`src/design/rv32_types.sv`:
```
package rv32_types;

    typedef logic [31:0] rv32_word;
    typedef logic [31:0] rv_instr_t;
    typedef logic [4:0]  reg_addr_t;

    // Major opcodes, bits [6:0] of the instruction
    typedef enum logic [6:0] {
        OPC_LUI    = 7'b0110111,
        OPC_AUIPC  = 7'b0010111,
        OPC_JAL    = 7'b1101111,
        OPC_JALR   = 7'b1100111,
        OPC_BRANCH = 7'b1100011,
        OPC_LOAD   = 7'b0000011,
        OPC_STORE  = 7'b0100011,
        OPC_OP_IMM = 7'b0010011,
        OPC_OP     = 7'b0110011,
        OPC_MADD   = 7'b1000011,
        OPC_SYSTEM = 7'b1110011
    } rv_opcode_e;

    typedef enum logic [3:0] {
        ALU_ADD,
        ALU_SUB,
        ALU_SLL,
        ALU_SLT,
        ALU_SLTU,
        ALU_XOR,
        ALU_SRL,
        ALU_SRA,
        ALU_OR,
        ALU_AND,
        ALU_PASS_B,
        ALU_FMADD
    } alu_op_e;

    // Where execute takes an operand from
    typedef enum logic [1:0] {
        BYPASS_NONE,
        BYPASS_EXEC,
        BYPASS_MEM
    } bypass_t;

    typedef struct packed {
        rv_opcode_e    opcode;
        alu_op_e       alu_op;
        reg_addr_t     rs1;
        reg_addr_t     rs2;
        reg_addr_t     rs3;
        reg_addr_t     rd;
        rv32_word      imm;
        // Bit i set when source i+1 is read
        logic [2:0]    use_rs;
        logic          writes_rd;
        logic          is_load;
        logic          is_store;
        logic          is_branch;
        logic          is_jump;
        bypass_t [2:0] bypass_rs;
    } decoded_instr_t;

    typedef struct packed {
        rv32_word pc;
        logic     generate_nop;
    } fetch_decode_buffer_t;

    typedef struct packed {
        rv32_word       pc;
        rv_instr_t      instr;
        rv32_word       reg1;
        rv32_word       reg2;
        rv32_word       reg3;
        decoded_instr_t decoded_instr;
    } decode_exec_buffer_t;

    typedef struct packed {
        reg_addr_t rd;
        logic      writes_rd;
        logic      is_load;
    } exec_mem_buffer_t;

    // addi x0, x0, 0
    localparam rv_instr_t RV_NOP = 32'h0000_0013;

    // A bubble reads and writes nothing
    function automatic decoded_instr_t create_nop_ctrl();
        decoded_instr_t ctrl;
        ctrl = '0;
        ctrl.opcode = OPC_OP_IMM;
        ctrl.alu_op = ALU_ADD;
        ctrl.bypass_rs = {BYPASS_NONE, BYPASS_NONE, BYPASS_NONE};
        return ctrl;
    endfunction

endpackage

```
`src/design/rv32_decoder.sv`:
```
`timescale 1ns/1ns

module rv32_decoder (
    input  rv32_types::rv_instr_t      instr,
    output rv32_types::decoded_instr_t decoded_instr,
    output logic [2:0]                 use_rs
);
    import rv32_types::*;

    logic [2:0] use_bits;
    logic       has_rd;
    logic [2:0] funct3;
    rv32_word   imm_i;
    rv32_word   imm_s;
    rv32_word   imm_b;
    rv32_word   imm_u;
    rv32_word   imm_j;

    // Shared by OP and OP_IMM, alt selects SUB or SRA
    function automatic alu_op_e alu_from_funct3(input logic [2:0] f3, input logic alt);
        alu_op_e op;
        case (f3)
            3'b000:  op = alt ? ALU_SUB : ALU_ADD;
            3'b001:  op = ALU_SLL;
            3'b010:  op = ALU_SLT;
            3'b011:  op = ALU_SLTU;
            3'b100:  op = ALU_XOR;
            3'b101:  op = alt ? ALU_SRA : ALU_SRL;
            3'b110:  op = ALU_OR;
            default: op = ALU_AND;
        endcase
        return op;
    endfunction

    assign funct3 = instr[14:12];

    // Sign-extended immediates of each format
    assign imm_i = {{20{instr[31]}}, instr[31:20]};
    assign imm_s = {{20{instr[31]}}, instr[31:25], instr[11:7]};
    assign imm_b = {{19{instr[31]}}, instr[31], instr[7], instr[30:25], instr[11:8], 1'b0};
    assign imm_u = {instr[31:12], 12'b0};
    assign imm_j = {{11{instr[31]}}, instr[31], instr[19:12], instr[20], instr[30:21], 1'b0};

    always_comb begin
        decoded_instr = create_nop_ctrl();
        use_bits = 3'b000;
        has_rd = 1'b0;

        case (instr[6:0])
            OPC_LUI: begin
                decoded_instr.opcode = OPC_LUI;
                decoded_instr.alu_op = ALU_PASS_B;
                decoded_instr.imm = imm_u;
                has_rd = 1'b1;
            end
            OPC_AUIPC: begin
                decoded_instr.opcode = OPC_AUIPC;
                decoded_instr.imm = imm_u;
                has_rd = 1'b1;
            end
            OPC_JAL: begin
                decoded_instr.opcode = OPC_JAL;
                decoded_instr.imm = imm_j;
                decoded_instr.is_jump = 1'b1;
                has_rd = 1'b1;
            end
            OPC_JALR: begin
                decoded_instr.opcode = OPC_JALR;
                decoded_instr.imm = imm_i;
                decoded_instr.is_jump = 1'b1;
                use_bits = 3'b001;
                has_rd = 1'b1;
            end
            OPC_BRANCH: begin
                decoded_instr.opcode = OPC_BRANCH;
                // beq/bne compare by subtraction, the rest by set-less-than
                case (funct3[2:1])
                    2'b10:   decoded_instr.alu_op = ALU_SLT;
                    2'b11:   decoded_instr.alu_op = ALU_SLTU;
                    default: decoded_instr.alu_op = ALU_SUB;
                endcase
                decoded_instr.imm = imm_b;
                decoded_instr.is_branch = 1'b1;
                use_bits = 3'b011;
            end
            OPC_LOAD: begin
                decoded_instr.opcode = OPC_LOAD;
                decoded_instr.imm = imm_i;
                decoded_instr.is_load = 1'b1;
                use_bits = 3'b001;
                has_rd = 1'b1;
            end
            OPC_STORE: begin
                decoded_instr.opcode = OPC_STORE;
                decoded_instr.imm = imm_s;
                decoded_instr.is_store = 1'b1;
                use_bits = 3'b011;
            end
            OPC_OP_IMM: begin
                decoded_instr.alu_op = alu_from_funct3(funct3, (funct3 == 3'b101) && instr[30]);
                decoded_instr.imm = imm_i;
                use_bits = 3'b001;
                has_rd = 1'b1;
            end
            OPC_OP: begin
                decoded_instr.opcode = OPC_OP;
                decoded_instr.alu_op = alu_from_funct3(funct3, instr[30]);
                use_bits = 3'b011;
                has_rd = 1'b1;
            end
            OPC_MADD: begin
                // R4 format, rs3 sits in bits [31:27] and there is no immediate
                decoded_instr.opcode = OPC_MADD;
                decoded_instr.alu_op = ALU_FMADD;
                use_bits = 3'b111;
                has_rd = 1'b1;
            end
            OPC_SYSTEM: begin
                decoded_instr.opcode = OPC_SYSTEM;
                decoded_instr.imm = imm_i;
            end
            default: ;
        endcase

        // Fields a format does not use are zero
        decoded_instr.rs1 = use_bits[0] ? instr[19:15] : '0;
        decoded_instr.rs2 = use_bits[1] ? instr[24:20] : '0;
        decoded_instr.rs3 = use_bits[2] ? instr[31:27] : '0;
        decoded_instr.rd = has_rd ? instr[11:7] : '0;
        // A result for x0 is dropped, so it never counts as a write
        decoded_instr.writes_rd = has_rd && (instr[11:7] != 5'd0);
        decoded_instr.use_rs = use_bits;
        use_rs = use_bits;
    end

endmodule

```
`src/design/rv32_hazard_detection_unit.sv`:
```
`timescale 1ns/1ns

module rv32_hazard_detection_unit (
    input  logic [2:0]                      use_rs,
    input  rv32_types::rv_instr_t           current_instr,
    input  rv32_types::decode_exec_buffer_t decode_exec_buff,
    input  rv32_types::exec_mem_buffer_t    exec_mem_buff,
    output logic                            stall,
    output rv32_types::bypass_t [2:0]       bypass_rs
);
    import rv32_types::*;

    reg_addr_t [2:0] src;
    logic [2:0]      src_live;
    logic [2:0]      hit_exec;
    logic [2:0]      hit_mem;
    logic [2:0]      load_use;
    reg_addr_t       exec_rd;
    logic            exec_writes;
    logic            exec_is_load;

    // Source indices at their fixed positions, rs3 from the R4 format
    assign src[0] = current_instr[19:15];
    assign src[1] = current_instr[24:20];
    assign src[2] = current_instr[31:27];

    // Instruction that sits in execute right now
    assign exec_rd = decode_exec_buff.decoded_instr.rd;
    assign exec_writes = decode_exec_buff.decoded_instr.writes_rd;
    assign exec_is_load = decode_exec_buff.decoded_instr.is_load;

    always_comb begin
        for (int i = 0; i < 3; i++) begin
            src_live[i] = use_rs[i] && (src[i] != 5'd0);
            hit_exec[i] = src_live[i] && exec_writes && (src[i] == exec_rd);
            hit_mem[i] = src_live[i] && exec_mem_buff.writes_rd && (src[i] == exec_mem_buff.rd);

            // Nearest producer wins
            if (hit_exec[i]) begin
                bypass_rs[i] = BYPASS_EXEC;
            end else if (hit_mem[i]) begin
                bypass_rs[i] = BYPASS_MEM;
            end else begin
                bypass_rs[i] = BYPASS_NONE;
            end

            // Load data only exists after the memory stage
            load_use[i] = hit_exec[i] && exec_is_load;
        end
    end

    assign stall = |load_use;

endmodule

```
`src/design/rv32_regfile.sv`:
```
`timescale 1ns/1ns

module rv32_regfile #(
    parameter int reg_count = 32
) (
    input  logic                      clk,
    input  logic                      resetn,
    input  rv32_types::reg_addr_t     rs1,
    input  rv32_types::reg_addr_t     rs2,
    input  rv32_types::reg_addr_t     rs3,
    output rv32_types::rv32_word [2:0] reg_data,
    input  logic                      wb_en,
    input  rv32_types::reg_addr_t     wb_addr,
    input  rv32_types::rv32_word      wb_data
);
    import rv32_types::*;

    rv32_word regs [reg_count];
    logic     wb_valid;

    // x0 and indices past the end are never written
    assign wb_valid = wb_en && (wb_addr != 5'd0) && (int'(wb_addr) < reg_count);

    // Write-through makes a value written this cycle visible at once
    function automatic rv32_word read_port(input reg_addr_t addr);
        if ((addr == 5'd0) || (int'(addr) >= reg_count)) begin
            return '0;
        end
        if (wb_valid && (wb_addr == addr)) begin
            return wb_data;
        end
        return regs[addr];
    endfunction

    always_comb begin
        reg_data[0] = read_port(rs1);
        reg_data[1] = read_port(rs2);
        reg_data[2] = read_port(rs3);
    end

    always_ff @(posedge clk) begin
        if (!resetn) begin
            for (int i = 0; i < reg_count; i++) begin
                regs[i] <= '0;
            end
        end else if (wb_valid) begin
            regs[wb_addr] <= wb_data;
        end
    end

endmodule

```
`src/design/rv32_decode_stage.sv`:
```
`timescale 1ns/1ns

module rv32_decode_stage (
    input  logic                             clk,
    input  logic                             resetn,
    // Pipeline control
    input  logic                             set_nop,
    input  logic                             stop,
    input  rv32_types::rv32_word             set_nop_pc,
    input  rv32_types::fetch_decode_buffer_t fetch_decode_buff,
    output rv32_types::decode_exec_buffer_t  decode_exec_buff,
    output logic                             stall,
    // Instruction memory
    input  rv32_types::rv_instr_t            instr,
    // Register file
    input  rv32_types::rv32_word [2:0]       reg_data,
    output rv32_types::reg_addr_t [2:0]      rs_addr,
    // Later stage, used for bypassing
    input  rv32_types::exec_mem_buffer_t     exec_mem_buff
);
    import rv32_types::*;

    rv_instr_t           cur_instr;
    decoded_instr_t      decoder_out;
    logic [2:0]          use_rs;
    bypass_t [2:0]       bypass_rs;
    decode_exec_buffer_t stage_data;
    decode_exec_buffer_t next_buff;

    // Fetch bubbles become addi x0, x0, 0
    assign cur_instr = fetch_decode_buff.generate_nop ? RV_NOP : instr;

    assign rs_addr[0] = cur_instr[19:15];
    assign rs_addr[1] = cur_instr[24:20];
    assign rs_addr[2] = cur_instr[31:27];

    rv32_decoder decoder (
        .instr         (cur_instr),
        .decoded_instr (decoder_out),
        .use_rs        (use_rs)
    );

    rv32_hazard_detection_unit hazard_detection (
        .use_rs           (use_rs),
        .current_instr    (cur_instr),
        .decode_exec_buff (decode_exec_buff),
        .exec_mem_buff    (exec_mem_buff),
        .stall            (stall),
        .bypass_rs        (bypass_rs)
    );

    always_comb begin
        stage_data.pc = fetch_decode_buff.pc;
        stage_data.instr = cur_instr;
        stage_data.reg1 = reg_data[0];
        stage_data.reg2 = reg_data[1];
        stage_data.reg3 = reg_data[2];
        stage_data.decoded_instr = decoder_out;
        stage_data.decoded_instr.bypass_rs = bypass_rs;
    end

    // Load-use stall or a flush from later stages sends a bubble downstream
    always_comb begin
        next_buff = stage_data;
        if (stall || set_nop) begin
            next_buff.instr = RV_NOP;
            next_buff.decoded_instr = create_nop_ctrl();
            if (set_nop) begin
                next_buff.pc = set_nop_pc;
            end
        end
    end

    always_ff @(posedge clk) begin
        if (!resetn) begin
            decode_exec_buff.pc <= '0;
            decode_exec_buff.instr <= RV_NOP;
            decode_exec_buff.decoded_instr <= create_nop_ctrl();
        end else if (!stop) begin
            decode_exec_buff <= next_buff;
        end
    end

endmodule

```
`src/design/rv32_decode_unit.sv`:
```
`timescale 1ns/1ns

module rv32_decode_unit #(
    // 32 for RV32I, 16 for RV32E
    parameter int reg_count = 32
) (
    input  logic                             clk,
    input  logic                             resetn,
    input  logic                             set_nop,
    input  logic                             stop,
    input  rv32_types::rv32_word             set_nop_pc,
    input  rv32_types::fetch_decode_buffer_t fetch_decode_buff,
    input  rv32_types::rv_instr_t            instr,
    input  rv32_types::exec_mem_buffer_t     exec_mem_buff,
    // Writeback port
    input  logic                             wb_en,
    input  rv32_types::reg_addr_t            wb_addr,
    input  rv32_types::rv32_word             wb_data,
    output rv32_types::decode_exec_buffer_t  decode_exec_buff,
    output logic                             stall
);
    import rv32_types::*;

    reg_addr_t [2:0] rs_addr;
    rv32_word [2:0]  reg_data;

    rv32_regfile #(
        .reg_count (reg_count)
    ) regfile (
        .clk      (clk),
        .resetn   (resetn),
        .rs1      (rs_addr[0]),
        .rs2      (rs_addr[1]),
        .rs3      (rs_addr[2]),
        .reg_data (reg_data),
        .wb_en    (wb_en),
        .wb_addr  (wb_addr),
        .wb_data  (wb_data)
    );

    rv32_decode_stage decode_stage (
        .clk               (clk),
        .resetn            (resetn),
        .set_nop           (set_nop),
        .stop              (stop),
        .set_nop_pc        (set_nop_pc),
        .fetch_decode_buff (fetch_decode_buff),
        .decode_exec_buff  (decode_exec_buff),
        .stall             (stall),
        .instr             (instr),
        .reg_data          (reg_data),
        .rs_addr           (rs_addr),
        .exec_mem_buff     (exec_mem_buff)
    );

endmodule

```
`config.mk`:
```
export PLATFORM = sky130hd
export DESIGN_NAME = rv32_decode_unit
export DESIGN_NICKNAME = d
export VERILOG_FILES = /design/src/design/rv32_types.sv /design/src/design/rv32_decoder.sv /design/src/design/rv32_hazard_detection_unit.sv /design/src/design/rv32_regfile.sv /design/src/design/rv32_decode_stage.sv /design/src/design/rv32_decode_unit.sv
export SDC_FILE = /design/constraint.sdc
export NUM_CORES = 2
export LEC_CHECK = 0
export BUFFER_PORTS_ARGS = -buffer_cell sky130_fd_sc_hd__clkbuf_2
export CAP_MARGIN = 20
export CELL_PAD_IN_SITES_DETAIL_PLACEMENT = 0
export CELL_PAD_IN_SITES_GLOBAL_PLACEMENT = 2
export CORE_MARGIN = 4
export CORE_UTILIZATION = 43
export DETAILED_ROUTE_END_ITERATION = 7
export PLACE_DENSITY = 0.79
export RECOVER_POWER = 25
export SLEW_MARGIN = 15
export SYNTH_ARGS = -nofsm -noshare
export SYNTH_HDL_FRONTEND = slang
export SYNTH_SLANG_ARGS = --single-unit
export TNS_END_PERCENT = 5
```
`constraint.sdc`:
```
create_clock -name clk -period 5.81 [get_ports clk]
set_input_delay 0.2905 -clock clk [delete_from_list [all_inputs] [get_ports clk]]
set_output_delay 0.2905 -clock clk [all_outputs]
set_load 0.02 [all_outputs]
```
==> metrics.txt <==
# TYPE chip_impl_metric gauge
chip_impl_metric{name="cts-htree-levels",unit=""} 4
chip_impl_info{name="crit_type",value="in -> reg"} 1
chip_impl_metric{name="syn_area_per_cell",unit="um^2"} 12.11
chip_impl_metric{name="synthesis.instances",unit=""} 6143
chip_impl_info{name="start_kind",value="input pin"} 1
chip_impl_metric{name="grt_first_pass_wirelength",unit="um"} 446400
chip_impl_metric{name="regArea",unit="um^2"} 36410
chip_impl_metric{name="design.core.area",unit="um^2"} 171700
chip_impl_info{name="failed_checks",value="max-capacitance violations, max-slew violations"} 1
chip_impl_metric{name="cts.sink_count",unit=""} 1259
chip_impl_metric{name="netlist_area",unit="um^2"} 74370
chip_impl_metric{name="post-route-worst-setup-slack",unit="ns"} 0.7026
chip_impl_metric{name="worstPathMaxFanout",unit=""} 32
chip_impl_metric{name="count_of_tritonroute_iterations_in_the_first_routing_pass",unit=""} 6
chip_impl_info{name="synth_ff_type",value="sky130_fd_sc_hd__edfxtp_1"} 1
chip_impl_metric{name="remaining_drc_errors",unit=""} 0
chip_impl_info{name="post-synth-top-area-cell",value="sky130_fd_sc_hd__edfxtp_1"} 1
chip_impl_metric{name="port_buffers",unit=""} 380
chip_impl_metric{name="synth_edf_count",unit=""} 1120
chip_impl_metric{name="vdd.ir_drop.worst",unit="mV"} 0.2933
chip_impl_metric{name="synth-seq-cells",unit=""} 1259
chip_impl_metric{name="finalCritPeriodShare",unit="%"} 87.91
chip_impl_info{name="synth.area.top_cells",value="sky130_fd_sc_hd__edfxtp_1 45%, sky130_fd_sc_hd__mux4_2 16%, sky130_fd_sc_hd__and2_1 8.4%"} 1
chip_impl_metric{name="setup-tns-final",unit="ns"} 0
chip_impl_metric{name="yosys.area_share.adder",unit="%"} 0
chip_impl_info{name="post-synth-top-count-cell",value="sky130_fd_sc_hd__edfxtp_1"} 1
chip_impl_metric{name="totalWireLength",unit="um"} 321900
chip_impl_metric{name="worst-endpoint-required",unit="ns"} 6.45
chip_impl_info{name="synth.cells.most_frequent",value="1120 x sky130_fd_sc_hd__edfxtp_1, 998 x sky130_fd_sc_hd__and2_1, 533 x sky130_fd_sc_hd__clkbuf_1"} 1
chip_impl_metric{name="finish.utilization",unit="%"} 49.29
chip_impl_info{name="min_path_type",value="in -> reg"} 1
chip_impl_metric{name="clkSlewWorstSetupHoldPaths",unit="ns"} 0.05
chip_impl_metric{name="post-route-min-period",unit="ns"} 5.107
chip_impl_metric{name="slew_violations",unit=""} 343
chip_impl_metric{name="max_clock_freq",unit="MHz"} 195.8
chip_impl_metric{name="fin_worst_hold_slack",unit="ns"} 0.09303
chip_impl_metric{name="synth_cell_types",unit=""} 77
chip_impl_metric{name="pin_count",unit=""} 384
chip_impl_metric{name="final_cell_count_no_fill",unit=""} 8738
chip_impl_info{name="cts_tree",value="done"} 1
chip_impl_metric{name="basic_gate_share_of_the_synthesized_area_counting_and_or_nand_and_nor_cells",unit="%"} 14.21
chip_impl_metric{name="antenna_found_initial",unit=""} 30
chip_impl_metric{name="clock_latency_on_the_worst_skew_pair",unit="ns"} 0.83
chip_impl_metric{name="cts_buffer_depth",unit=""} 3
chip_impl_metric{name="multi_input_area",unit="um^2"} 35730
chip_impl_metric{name="critical_path_arrival",unit="ns"} 5.75
chip_impl_metric{name="viasPerCell",unit=""} 6.826
chip_impl_info{name="unrepaired_setup_endpoints_after_global_routing",value="no"} 1
chip_impl_metric{name="drt.antenna.violating_nets",unit=""} 0
chip_impl_metric{name="hold_viol_final",unit=""} 0
chip_impl_metric{name="wl_per_cell",unit="um"} 36.84
chip_impl_metric{name="yosysSeqAreaShare",unit="%"} 48.97
chip_impl_metric{name="start_util",unit="%"} 43.30
chip_impl_metric{name="largest_net_degree_at_the_start_of_global_routing",unit=""} 114
chip_impl_metric{name="place_ws",unit="ns"} 1.839
chip_impl_metric{name="numPlacedInstances",unit=""} 8359
chip_impl_info{name="outcome",value="finished, violations left"} 1
chip_impl_metric{name="rows",unit=""} 152
chip_impl_metric{name="drv.max_cap_violation_count",unit=""} 21
chip_impl_metric{name="die_w",unit="um"} 423.9
chip_impl_metric{name="timing_worst_slew_pin_value",unit="ns"} 3.031
chip_impl_metric{name="cts-buffers-inserted",unit=""} 151
chip_impl_metric{name="grt_remaining_overflow",unit=""} 0
chip_impl_info{name="dominant_combinational_cell_family_by_area_after_synthesis",value="multiplexers"} 1
chip_impl_metric{name="synth_async_sr_flop_share",unit="%"} 0
chip_impl_metric{name="post_synth_mux_area_share",unit="%"} 19.81
chip_impl_metric{name="leakagePower",unit="nW"} 29.23
chip_impl_metric{name="cts_resized",unit=""} 0
chip_impl_metric{name="dieHeight",unit="um"} 423.9
chip_impl_info{name="cp-end-kind",value="flop"} 1
chip_impl_metric{name="powerDensity",unit="nW/um^2"} 283.8
chip_impl_metric{name="syn_to_final_growth",unit="%"} 13.82
chip_impl_metric{name="worst_slew_margin_relative_to_its_limit",unit="%"} -102.1
chip_impl_metric{name="share_of_cells_above_drive_strength_1",unit="%"} 17.81
chip_impl_metric{name="finalSetupViolations",unit=""} 0
chip_impl_metric{name="filler_cell_count",unit=""} 15250
chip_impl_metric{name="dieArea",unit="um^2"} 179700
chip_impl_metric{name="detailedPlacementHpwl",unit="um"} 188200
chip_impl_metric{name="synth-compound-area-share",unit="%"} 12.68
chip_impl_metric{name="num_vias",unit=""} 59650
chip_impl_metric{name="place.gp.congestion",unit=""} 0.8723
chip_impl_metric{name="grt_pass1_vias",unit=""} 57800
chip_impl_metric{name="ys_warn_count",unit=""} 0
chip_impl_metric{name="drt_iter0_markers",unit=""} 9355
chip_impl_metric{name="synth-xor-area-share",unit="%"} 0.3651
chip_impl_metric{name="finalClockSkew",unit="ns"} 0.03579
chip_impl_metric{name="num-nets-final",unit=""} 6438
chip_impl_info{name="clockRootBuffer",value="sky130_fd_sc_hd__clkbuf_16"} 1
chip_impl_metric{name="track_usage",unit="%"} 35.02
chip_impl_metric{name="synth_top_cell_area_share",unit="%"} 45.23
placed cells by master (no fill, tap or decap), drive strengths merged, types with 160 or more instances in the layout:
cell type,instances
nor2,332
nand2,421
mux2i,319
clkbuf,583
a21oi,300
mux4,512
o21ai,207
edfxtp,1120
buf,185
and2,998
o221ai,160
cells by family (layout without fill, tap and decap cells):
logic type / count (synthesis) / in the layout
compound gates: 1298 / 1298
xor+xnor: 31 / 31
buf+inv: 732 / 970
flops: 1259 / 1259
mux: 832 / 832
other cells: 2 / 49
simple gates: 1989 / 1989
metal layers:
layer / part of all wire (%) / track usage (%) / vias up
met2: 45 / 53.95 / 4731
met4: 5.0 / 15.70 / 16
met3: 13 / 8.848 / 951
li1: - / - / 23940
met1: 37 / 46.91 / 30010
met5: 0.035 / 0 / -
power by group:
group / switching (mW) / leakage [nW] / internal, mW
Combinational: 2.33 / 15.0 / 1.40
Clock: 4.04 / 2.41 / 5.56
Sequential: 0.345 / 11.8 / 10.4
worst max-delay path, cell delays in order:
cell and delay, ns:
sky130_fd_sc_hd__dlygate4sd3_1 0.52, sky130_fd_sc_hd__clkbuf_1 1.70, sky130_fd_sc_hd__nand4b_1 0.19, sky130_fd_sc_hd__buf_4 0.35, sky130_fd_sc_hd__nor2_4 0.11, sky130_fd_sc_hd__clkbuf_1 2.14
sky130_fd_sc_hd__and2_1 0.32
registers in the layout (all words and copies together) (netlist names):
| signal | count |
|---|---|
| decode_stage.decode_exec_buff | 235 |
| regfile.regs | 1024 |
area by class of cell:
cell class / instances / share of cell area, %
diodes: 15 / 0.04435
flip-flops and latches: 1259 / 43.02
repair buffers: 654 / 5.267
well taps: 2310 / 3.415
clock inverters: 73 / 0.9194
clock buffers: 201 / 4.930
multi-input cells: 4184 / 42.21
inverters: 42 / 0.1981
through the flow:
step	total power, mW	instance area, um^2
final	24.02	84640
after global routing	24.65	84620
after CTS	24.00	85020
after detailed placement	14.45	79200
after global placement	14.40	79110
after floorplan	13.01	74490
path summary, 6_finish.rpt:
check	slack [ns]	cells past startpoint	start	end
hold reg to reg	0.45	2	decode_stage.decode_exec_buff[57]	decode_stage.decode_exec_buff[57]
setup / recovery	0.70	7	resetn	regfile.regs[21][17]
hold / removal	0.09	5	fetch_decode_buff[26]	decode_stage.decode_exec_buff[230]
setup reg to reg	3.15	6	decode_stage.decode_exec_buff[47]	decode_stage.decode_exec_buff[201]
what timing repair did:
action / in CTS / in global routing
setup buffers: 0 / 0
endpoints found under the hold margin: 76 / 0
hold buffers: 87 / 0
(Power assumes the default switching activity.)
